### src/squeeze_consts.svh
`ifndef SQUEEZE_CONSTS_SVH
`define SQUEEZE_CONSTS_SVH

// Sizes of the squeeze stage, shared by the design and the testbench.

`define SQ_LANES 4 // parallel multiply-accumulate lanes.

`define SQ_WIDTH 16 // pixel, weight and output word width.

`define SQ_TAPS 18 // a 3x3 kernel over two input channels.

`define SQ_WOUT 2 // side of the square output map.

`define SQ_ACC_W 33 // accumulator width, one guard bit above a full product.

`define SQ_BIAS_W 32 // per-lane bias width.

`define SQ_TAP_AW 5 // width of the coefficient ROM address.

`define SQ_FRAC 14 // lowest accumulator bit kept by requantization.

`endif

### src/squeeze_pkg.sv
`include "squeeze_consts.svh"

package squeeze_pkg;

	// One output vector, a 16-bit word per lane, lane 0 in the low bits.
	typedef struct packed {
		logic [`SQ_LANES-1:0][`SQ_WIDTH-1:0] word;
	} ofm_vec_t;

	// Weights for one tap address, a signed word per lane.
	typedef struct packed {
		logic [`SQ_LANES-1:0][`SQ_WIDTH-1:0] w;
	} weight_vec_t;

	// Constant biases, already aligned to the accumulator fraction.
	typedef struct packed {
		logic [`SQ_LANES-1:0][`SQ_BIAS_W-1:0] b;
	} bias_vec_t;

endpackage

### src/coeff_rom.sv
`timescale 1ns/1ns

`include "squeeze_consts.svh"

module coeff_rom (
	input logic clk,
	input logic [`SQ_TAP_AW-1:0] tap_addr,
	output squeeze_pkg::weight_vec_t weights,
	output squeeze_pkg::bias_vec_t biases
);

	// Weight table contents, a small signed ramp that differs per lane.
	function automatic logic [`SQ_WIDTH-1:0] rom_word(
		input logic [`SQ_TAP_AW-1:0] addr,
		input int lane
	);
		int v;
		v = ((int'(addr) * 7 + lane * 13) % 64) - 32; // range is -32 to 31.
		return `SQ_WIDTH'(v);
	endfunction

	// The read is registered, so a weight appears one cycle after its address.
	always_ff @(posedge clk) begin
		for (int i = 0; i < `SQ_LANES; i++) begin
			weights.w[i] <= rom_word(tap_addr, i);
		end
	end

	// Biases sit at bit 24, well above the kept fraction.
	always_comb begin
		for (int i = 0; i < `SQ_LANES; i++) begin
			biases.b[i] = `SQ_BIAS_W'(i) << 24;
		end
	end

endmodule

### src/mac_lane.sv
`timescale 1ns/1ns

`include "squeeze_consts.svh"

module mac_lane (
	input logic clk,
	input logic rst,
	input logic clr,
	input logic signed [`SQ_WIDTH-1:0] pix,
	input logic signed [`SQ_WIDTH-1:0] ker,
	output logic signed [`SQ_ACC_W-1:0] acc
);

	logic signed [2*`SQ_WIDTH-1:0] prod;

	assign prod = pix * ker; // full signed product.

	always_ff @(posedge clk or negedge rst) begin
		if (!rst) begin
			acc <= '0;
		end else if (clr) begin
			acc <= prod; // the first tap of a new group is loaded, not added.
		end else begin
			acc <= acc + prod;
		end
	end

endmodule

### src/ofm_ram.sv
`timescale 1ns/1ns

`include "squeeze_consts.svh"

module ofm_ram (
	input logic clk,
	input logic rst,
	input logic sample,
	input logic [$clog2(`SQ_WOUT*`SQ_WOUT)-1:0] wr_addr,
	input squeeze_pkg::ofm_vec_t ofm,
	input logic rd_en,
	input logic [$clog2(`SQ_WOUT*`SQ_WOUT)-1:0] rd_addr,
	output squeeze_pkg::ofm_vec_t rd_data,
	output logic ram_feedback
);

	import squeeze_pkg::*;

	localparam int DEPTH = `SQ_WOUT * `SQ_WOUT;
	localparam int AW = $clog2(DEPTH);

	ofm_vec_t mem [DEPTH];
	logic last_pend;
	logic last_wr;
	logic last_rd;

	assign last_wr = sample && (wr_addr == AW'(DEPTH - 1));
	assign last_rd = rd_en && (rd_addr == AW'(DEPTH - 1));

	always_ff @(posedge clk or negedge rst) begin
		if (!rst) begin
			for (int i = 0; i < DEPTH; i++) begin
				mem[i] <= '0;
			end
			rd_data <= '0;
		end else begin
			if (sample) begin
				mem[wr_addr] <= ofm;
			end
			if (rd_en) begin
				rd_data <= mem[rd_addr]; // data is valid one cycle after rd_en.
			end
		end
	end

	// The last entry must be written before its read counts as the end of readout.
	always_ff @(posedge clk or negedge rst) begin
		if (!rst) begin
			last_pend <= 1'b0;
			ram_feedback <= 1'b0;
		end else begin
			ram_feedback <= last_rd && last_pend;
			if (last_wr) begin
				last_pend <= 1'b1;
			end else if (last_rd) begin
				last_pend <= 1'b0; // later rereads give no second pulse.
			end
		end
	end

endmodule

### src/squeeze_layer.sv
`timescale 1ns/1ns

`include "squeeze_consts.svh"

module squeeze_layer (
	input logic clk,
	input logic rst,
	input logic en,
	input logic [`SQ_WIDTH-1:0] ifm,
	output logic [`SQ_TAP_AW-1:0] tap_addr,
	input squeeze_pkg::weight_vec_t weights,
	input squeeze_pkg::bias_vec_t biases,
	output logic sample,
	output logic [$clog2(`SQ_WOUT*`SQ_WOUT)-1:0] wr_addr,
	output squeeze_pkg::ofm_vec_t ofm,
	input logic ram_feedback,
	output logic finish
);

	import squeeze_pkg::*;

	localparam int POS = `SQ_WOUT * `SQ_WOUT;
	localparam int AW = $clog2(POS);

	logic [AW:0] grp_cnt;
	logic consume;
	logic last_tap;
	logic [2:0] mark;
	logic clr;
	logic [`SQ_WIDTH-1:0] pix_d1;
	logic [`SQ_WIDTH-1:0] pix_d2;
	weight_vec_t w_reg;
	logic signed [`SQ_ACC_W-1:0] acc [`SQ_LANES];
	logic signed [`SQ_ACC_W-1:0] sum [`SQ_LANES];
	ofm_vec_t q;
	logic layer_end;
	logic fb_seen;

	// Pixels are taken only until every group of the map has been consumed.
	assign consume = en && (grp_cnt != (AW+1)'(POS));
	assign last_tap = (tap_addr == `SQ_TAP_AW'(`SQ_TAPS - 1));

	always_ff @(posedge clk or negedge rst) begin
		if (!rst) begin
			tap_addr <= '0;
			grp_cnt <= '0;
		end else if (consume) begin
			if (last_tap) begin
				tap_addr <= '0;
				grp_cnt <= grp_cnt + 1'b1;
			end else begin
				tap_addr <= tap_addr + 1'b1;
			end
		end
	end

	// Stage 1 meets the ROM read, stage 2 meets the weight register.
	// An idle cycle feeds a zero pixel, which adds nothing to the sums.
	always_ff @(posedge clk or negedge rst) begin
		if (!rst) begin
			pix_d1 <= '0;
			pix_d2 <= '0;
		end else begin
			pix_d1 <= consume ? ifm : '0;
			pix_d2 <= pix_d1;
		end
	end

	always_ff @(posedge clk) begin
		w_reg <= weights;
	end

	// The group-end mark follows the last pixel down the same pipeline.
	always_ff @(posedge clk or negedge rst) begin
		if (!rst) begin
			mark <= '0;
		end else begin
			mark <= {mark[1:0], consume && last_tap};
		end
	end

	assign clr = mark[2]; // high while the next group's first product is presented.

	for (genvar i = 0; i < `SQ_LANES; i++) begin : g_lane
		mac_lane u_mac (
			.clk(clk),
			.rst(rst),
			.clr(clr),
			.pix($signed(pix_d2)),
			.ker($signed(w_reg.w[i])),
			.acc(acc[i])
		);
	end

	// Bias, ReLU and cut from Q-format down to a 16-bit word.
	always_comb begin
		for (int i = 0; i < `SQ_LANES; i++) begin
			sum[i] = acc[i] + $signed(biases.b[i]);
			if (sum[i][`SQ_ACC_W-1]) begin
				q.word[i] = '0;
			end else begin
				q.word[i] = {1'b0, sum[i][`SQ_FRAC +: `SQ_WIDTH-1]};
			end
		end
	end

	always_ff @(posedge clk) begin
		if (clr) begin
			ofm <= q; // the finished group is captured as the accumulators restart.
		end
	end

	always_ff @(posedge clk or negedge rst) begin
		if (!rst) begin
			sample <= 1'b0;
			wr_addr <= '0;
			layer_end <= 1'b0;
			fb_seen <= 1'b0;
		end else begin
			sample <= clr;
			if (sample) begin
				wr_addr <= wr_addr + 1'b1; // one map position per sample.
			end
			if (sample && wr_addr == AW'(POS - 1)) begin
				layer_end <= 1'b1;
			end
			if (ram_feedback) begin
				fb_seen <= 1'b1; // the reader has fetched the whole map.
			end
		end
	end

	assign finish = layer_end && !fb_seen;

endmodule

### src/squeeze_top.sv
`timescale 1ns/1ns

`include "squeeze_consts.svh"

module squeeze_top (
	input logic clk,
	input logic rst,
	input logic en,
	input logic [`SQ_WIDTH-1:0] ifm,
	input logic rd_en,
	input logic [$clog2(`SQ_WOUT*`SQ_WOUT)-1:0] rd_addr,
	output squeeze_pkg::ofm_vec_t rd_data,
	output logic finish
);

	import squeeze_pkg::*;

	localparam int AW = $clog2(`SQ_WOUT * `SQ_WOUT);

	logic [`SQ_TAP_AW-1:0] tap_addr;
	weight_vec_t weights;
	bias_vec_t biases;
	logic sample;
	logic [AW-1:0] wr_addr;
	ofm_vec_t ofm;
	logic ram_feedback;

	squeeze_layer u_layer (
		.clk(clk),
		.rst(rst),
		.en(en),
		.ifm(ifm),
		.tap_addr(tap_addr),
		.weights(weights),
		.biases(biases),
		.sample(sample),
		.wr_addr(wr_addr),
		.ofm(ofm),
		.ram_feedback(ram_feedback),
		.finish(finish)
	);

	coeff_rom u_rom (
		.clk(clk),
		.tap_addr(tap_addr),
		.weights(weights),
		.biases(biases)
	);

	ofm_ram u_ram (
		.clk(clk),
		.rst(rst),
		.sample(sample),
		.wr_addr(wr_addr),
		.ofm(ofm),
		.rd_en(rd_en),
		.rd_addr(rd_addr),
		.rd_data(rd_data),
		.ram_feedback(ram_feedback)
	);

endmodule

### config.mk
export PLATFORM = sky130hd
export DESIGN_NAME = squeeze_top
export DESIGN_NICKNAME = d
export VERILOG_FILES = /design/src/squeeze_pkg.sv /design/src/coeff_rom.sv /design/src/mac_lane.sv /design/src/ofm_ram.sv /design/src/squeeze_layer.sv /design/src/squeeze_top.sv
export VERILOG_INCLUDE_DIRS = /design/src
export SDC_FILE = /design/constraint.sdc
export NUM_CORES = 2
export LEC_CHECK = 0
export ABC_AREA = 1
export BUFFER_PORTS_ARGS = -buffer_cell sky130_fd_sc_hd__buf_2
export CORE_MARGIN = 10
export CORE_UTILIZATION = 45
export CTS_CLUSTER_SIZE = 16
export DETAILED_ROUTE_END_ITERATION = 7
export HOLD_SLACK_MARGIN = 0.15
export PLACE_DENSITY = 0.65
export SLEW_MARGIN = 30
export SYNTH_ARGS = -nofsm -noshare
export SYNTH_HDL_FRONTEND = slang
export SYNTH_HIERARCHICAL = 1
export SYNTH_SLANG_ARGS = --single-unit
### constraint.sdc
create_clock -name clk -period 14.1 [get_ports clk]
set_clock_uncertainty 0.05 [all_clocks]
set_input_delay 2.82 -clock clk [delete_from_list [all_inputs] [get_ports clk]]
set_output_delay 2.82 -clock clk [all_outputs]
set_load 0.01 [all_outputs]
Word-level counts from Yosys, hierarchy flattened
Cells that the tools add are included.
{ "word_totals": {"mem_bits_rw": 0, "latchBits": 0, "inputBits": 22, "regBits": 694, "elab_cells": 114, "romBits": 0, "n_memories": 0} }
{ "op_classes": {"order_cmp": 3, "n_eq_ne": 4, "div": 0, "n_mul": 5, "n_mux": 14, "n_shift": 0, "reduce_logical": 14, "bitwise_logic": 6, "addsub": 17} }
{ "op_table": {"columns": ["op", "n"], "rows": [
  ["bitwise mux 256 bit", 1],
  ["2-to-1 mux 64 bit", 3],
  ["adder 33 x 32 -> 33 bit", 4],
  ["2-to-1 mux 33 bit", 4],
  ["binary-select mux 64 bit (select 2 bit)", 1],
  ["demux 64 bit (select 2 bit)", 1],
  ["multiplier 16 x 16 -> 32 bit", 4],
  ["adder 33 x 27 -> 33 bit, second input constant", 2],
  ["adder 33 x 26 -> 33 bit, second input constant", 1],
  ["adder 32 x 5 -> 32 bit, second input constant", 1],
  ["adder 32 x 6 -> 32 bit, second input constant", 1],
  ["adder 32 x 7 -> 32 bit, second input constant", 1],
  ["subtractor 7 x 7 -> 8 bit, second input constant", 4],
  ["OR reduction 6 bit", 4],
  ["2-to-1 mux 16 bit", 1],
  ["multiplier 5 x 3 -> 8 bit, second input constant", 1],
  ["logical AND 1 bit", 7],
  [">= comparator 3 bit, second input constant", 2],
  ["NOT 2 -> 3 bit", 2],
  ["adder 5 x 1 -> 5 bit, second input constant", 1],
  ["equality test 5 bit, second input constant", 1],
  ["2-to-1 mux 5 bit", 1],
  ["equality test 2 bit, second input constant", 2],
  ["adder 3 x 1 -> 3 bit, second input constant", 1],
  ["9 further kinds", 12]
]} }

Depth between registers and ports, before layout
{ "logic_depth": {"depth_word": 6, "mapped_depth": 40, "ltp_nobuf": 38} }

By module
The synthesis kept the hierarchy.
{ "modules_own_cells": {"columns": ["mod", "seq_area_each_um2", "cells_each", "n_inst", "area_per_inst_um2"], "rows": [
  ["ofm_ram", 8057.7, 1919, 1, 14656.6],
  ["mac_lane at u_layer.g_lane[0].u_mac", 825.8, 2055, 1, 14403.8],
  ["mac_lane at u_layer.g_lane[1].u_mac", 825.8, 1984, 1, 14228.6],
  ["mac_lane at u_layer.g_lane[3].u_mac", 825.8, 1972, 1, 14079.8],
  ["mac_lane at u_layer.g_lane[2].u_mac", 825.8, 1970, 1, 14068.5],
  ["squeeze_layer", 4284.1, 1974, 1, 13118.8],
  ["coeff_rom", 440.4, 279, 1, 2299.7]
]} }

Worst setup path after synthesis
Ideal clock, no wire load.
{ "synth_path": {"path_kind": "reg-to-reg", "from": "reg u_layer.pix_d2[15]", "to": "reg u_layer.g_lane[0].u_mac.acc[32]", "setup_time_ns": 0.116, "path_stages_with_launch": 34, "synth_period_minus_slack_ns": 7.273, "required_ns": 13.934, "path_slack_ns": 6.827, "t_arrival_ns": 7.107, "cell_sequence": "dfrtp_1 clkbuf_1 nand2_1 inv_1 fa_1 inv_1 fa_1 inv_1 fa_1 fa_1 fa_1 inv_1 fa_1 inv_1 ha_1 nand2_1 nor2_1 inv_1 nor3_1 o21ai_0 nand3_1 nand2_1 and2_1 ha_1 a21oi_1 nand2_1 nand2_1 nand2_1 a21oi_1 nand3_2 nand2_1 nor2_1 nand2_1 nand2_1"} }
{ "synth_between": {"elab_chain_len": 3} }
{ "synth_lines": {"columns": ["element", "line", "rtl"], "rows": [
  ["from (decl)", "squeeze_layer.sv:31", "logic [`SQ_WIDTH-1:0] pix_d2;"],
  ["from (signal assigned)", "squeeze_layer.sv:65", "pix_d2 <= pix_d1;"],
  ["multiplier 16 x 16 -> 32 bit *", "mac_lane.sv:16", "assign prod = pix * ker;"],
  ["adder 33 x 32 -> 33 bit", "mac_lane.sv:24", "acc <= acc + prod;"],
  ["2-to-1 mux 33 bit *", "mac_lane.sv:21", "end else if (clr) begin"],
  ["to (signal assigned)", "mac_lane.sv:22", "acc <= prod;"],
  ["to (signal assigned)", "mac_lane.sv:24", null],
  ["to (decl)", "mac_lane.sv:11", "output logic signed [`SQ_ACC_W-1:0] acc"]
]} }
Every way passes the cells marked *; elsewhere a longest branch is shown, timed or not.
A chain may end at the register's enable or synchronous reset.

Worst setup path after layout
Ends and elaborated chain as after synthesis.

==> run_results.csv <==
group,metric,value,unit
status,run_status,"finished, final reports clean",
synthesis,synth_edf_count,60,
global_routing,grt_usage,22.8,%
die,start_util,45.2,%
global_routing,grt_pass1_vias,73600,
clock_network,htree_num_levels,3,
timing,fmax,121,MHz
critical_path,cp_slowest_stage_delay,670,ps
global_routing,antenna_found_initial,3,
synthesis,synth_cell_types,56,
routing,via_per_inst,4.99,
critical_path,cp.required,14650,ps
critical_path,crit_top_cell,"nand2_1",
timing,drv_slew,0,
final_layout,final_common_cell,"nand2_1",
clock_network,path_clk_slew,60,ps
placed_design,hpwlAfterDp,190000,um
timing,finalCriticalPeriod,8300,ps
global_routing,grt_overflow,0,
min_path,hold-path-cell-count,0,
placed_design,routabilityCongestion,0.931,
routing,routedWlPerCell,16.5,um
final_layout,n_fill_cell,19400,
synthesis,synth-seq-cells,648,
final_layout,largest_reg_flops,256,
synthesis,yosysSeqAreaShare,18.5,%
run,drv_cap,0,
final_layout,reg.largest.list,"u_ram/mem (256), u_layer/g_lane.u_mac/acc (132)",
final_layout,drive_gt1_share,4.14,%
die,die_height,459,um
synthesis,ys_warn_count,6,
critical_path,critPathLaunch,"u_layer/pix_d2[15]",
min_path,min_path_type,"reg -> reg",
placed_design,numPortBuffers,86,
final_layout,layout_common_cells,"nand2_1 (3757), inv_1 (2853), fa_1 (1057)",
routing,drcViolationCount,0,
timing,worstMarginPinSlew,982,ps
routing,vias,72500,
routing,dr.pass1.iters,7,
critical_path,crit_type,"reg -> reg",
critical_path,end_kind,"register",
clock_network,ctsRootBufferMaster,"clkbuf_16",
critical_path,reg2reg_depth,33,
clock_network,cts_buffer_depth,3,
clock_network,cts.sinks,648,
synthesis,synth_area,86900,um^2
clock_network,ctsResizeCount,0,
timing,setup_viol,0,
clock_network,numCtsBuffers,81,
synthesis,avgSynthCellArea,7.15,um^2
die,io_pins,87,
clock_network,cts_tree,"done",
final_layout,top_register,"u_ram/mem",
critical_path,r2r-start,"u_layer/pix_d2[15]",
routing,drtAntennaViolNets,0,
global_routing,grt_pass1_wl,391000,um
global_routing,grt_max_degree,158,
synthesis,synth_top_area_share,24.4,%
clock_network,cts_setup_buffers,0,
die,core,192000,um^2
final_layout,multiInputGateArea,57600,um^2
final_layout,area_growth,5.22,%
clock_network,hold_buffers,0,
synthesis,synth_flop_cell,"dfrtp_1",
synthesis,synth-async-reset-ratio,77.5,%
critical_path,crit_arrival,8850,ps
synthesis,yosys.area.top_type,"fa_1",
timing,report.final.hold_viol_count,0,
timing,setup_tns,0,ps
final_layout,fin_nets,13600,
die,dieArea,211000,um^2
critical_path,rrSetupSlack,5800,ps
final_layout,utilization,47.6,%
final_layout,final-seq-area,16100,um^2
routing,wl,240000,um
timing,grt_setup_unrepaired,"false",
placed_design,preCtsSetupSlack,5710,ps
timing,relSlewSlack,34.5,%
die,rows,161,
clock_network,clk_latency,730,ps
critical_path,critPathSlowestCell,"fa_1",
critical_path,cp-start-kind,"register",
die,die_width,459,um
synthesis,syn_inst,12200,
synthesis,netlist_top_cells_area,"fa_1 (24%), nand2_1 (16%), dfrtp_1 (14%), inv_1 (12%), ha_1 (8.8%)",
timing,setup_slack,5800,ps
min_path,whs_endpoint,"u_layer/w_reg[49]",
min_path,holdCritStartpoint,"u_rom/weights[49]",
critical_path,cp_max_fo,64,
critical_path,timing.rr.end,"u_layer/g_lane[0].u_mac/acc[32]",
timing,post-route-period-util,58.8,%
routing,drt_iter0_drc,5000,
==> critical path, delay by kind of cell (launching register included) <==
family	cells	cell delay (ps)
buffers and inverters	8	1660
AND/OR/NAND/NOR	15	1860
adder cells (fa/ha/maj)	8	3910
flip-flops	1	340
AO/OA/AOI/OAI	2	290
==> per-layer routing <==
layer / track usage, % / vias to the layer above / wire length [um]
met5: 0 / - / 17
met4: 6.37 / 2 / 6720
met3: 3.12 / 363 / 13300
met2: 38.3 / 1929 / 113000
met1: 30.7 / 34900 / 107000
li1: - / 35300 / -
==> synthesized netlist by cell type (47+ instances only) <==
master	count
buf_2	81
xor2_1	78
nand2_1	3757
inv_1	2856
ha_1	612
nand3_1	552
clkbuf_1	279
and2_1	57
nor2_1	573
o21ai_0	453
nand2_2	53
dfxtp_1	86
nand3b_1	55
buf_4	176
edfxtp_1	60
o21bai_1	47
nand4_1	84
fa_1	1057
dfrtp_1	502
a21oi_1	370
==> worst max-delay path by stage <==
stage	endpoint	cells past startpoint	slack (ps)
global route	u_layer/g_lane[0].u_mac/acc[27]	32	5190
detailed placement	u_layer/g_lane[0].u_mac/acc[32]	33	5710
floorplan	u_layer/g_lane[0].u_mac/acc[32]	33	6830
finish	u_layer/g_lane[0].u_mac/acc[32]	33	5800
CTS	u_layer/g_lane[0].u_mac/acc[32]	33	5750
global placement	u_layer/g_lane[0].u_mac/acc[32]	33	5720
==> final cells by class <==
| class | count | share of cell area (%) |
|---|---|---|
| multi-input combinational | 8210 | 63.1 |
| sequential | 648 | 17.6 |
| inverter | 2876 | 11.8 |
| tap | 2526 | 3.46 |
| clock buffer | 117 | 2.54 |
| timing repair buffer | 127 | 0.891 |
| clock inverter | 34 | 0.589 |
| antenna | 1 | 0.00274 |
==> through the flow <==
stage | hold slack (ps) | instance area [um^2] | cells
floorplan | 260 | 87300 | 12300
CTS | 250 | 91300 | 14500
detailed placement | 264 | 88500 | 14400
global route | 262 | 91400 | 14500
global placement | 264 | 88500 | 14400
finish | 266 | 91400 | 14500
==> kinds of logic after synthesis <==
logic type / count (synthesis) / share of synthesized area, %
buffers and inverters: 3424 / 15.7
flip-flops: 648 / 18.5
XOR/XNOR: 122 / 1.30
multiplexers: 1 / 0.0130
AO/OA/AOI/OAI: 950 / 5.82
other: 3 / 0.0130
adder cells (fa/ha/maj): 1669 / 33.2
AND/OR/NAND/NOR: 5336 / 25.4
Power is left out: the tool's default activity adds up to more than one toggle a clock period on the data nets, which glitch-free logic cannot reach.
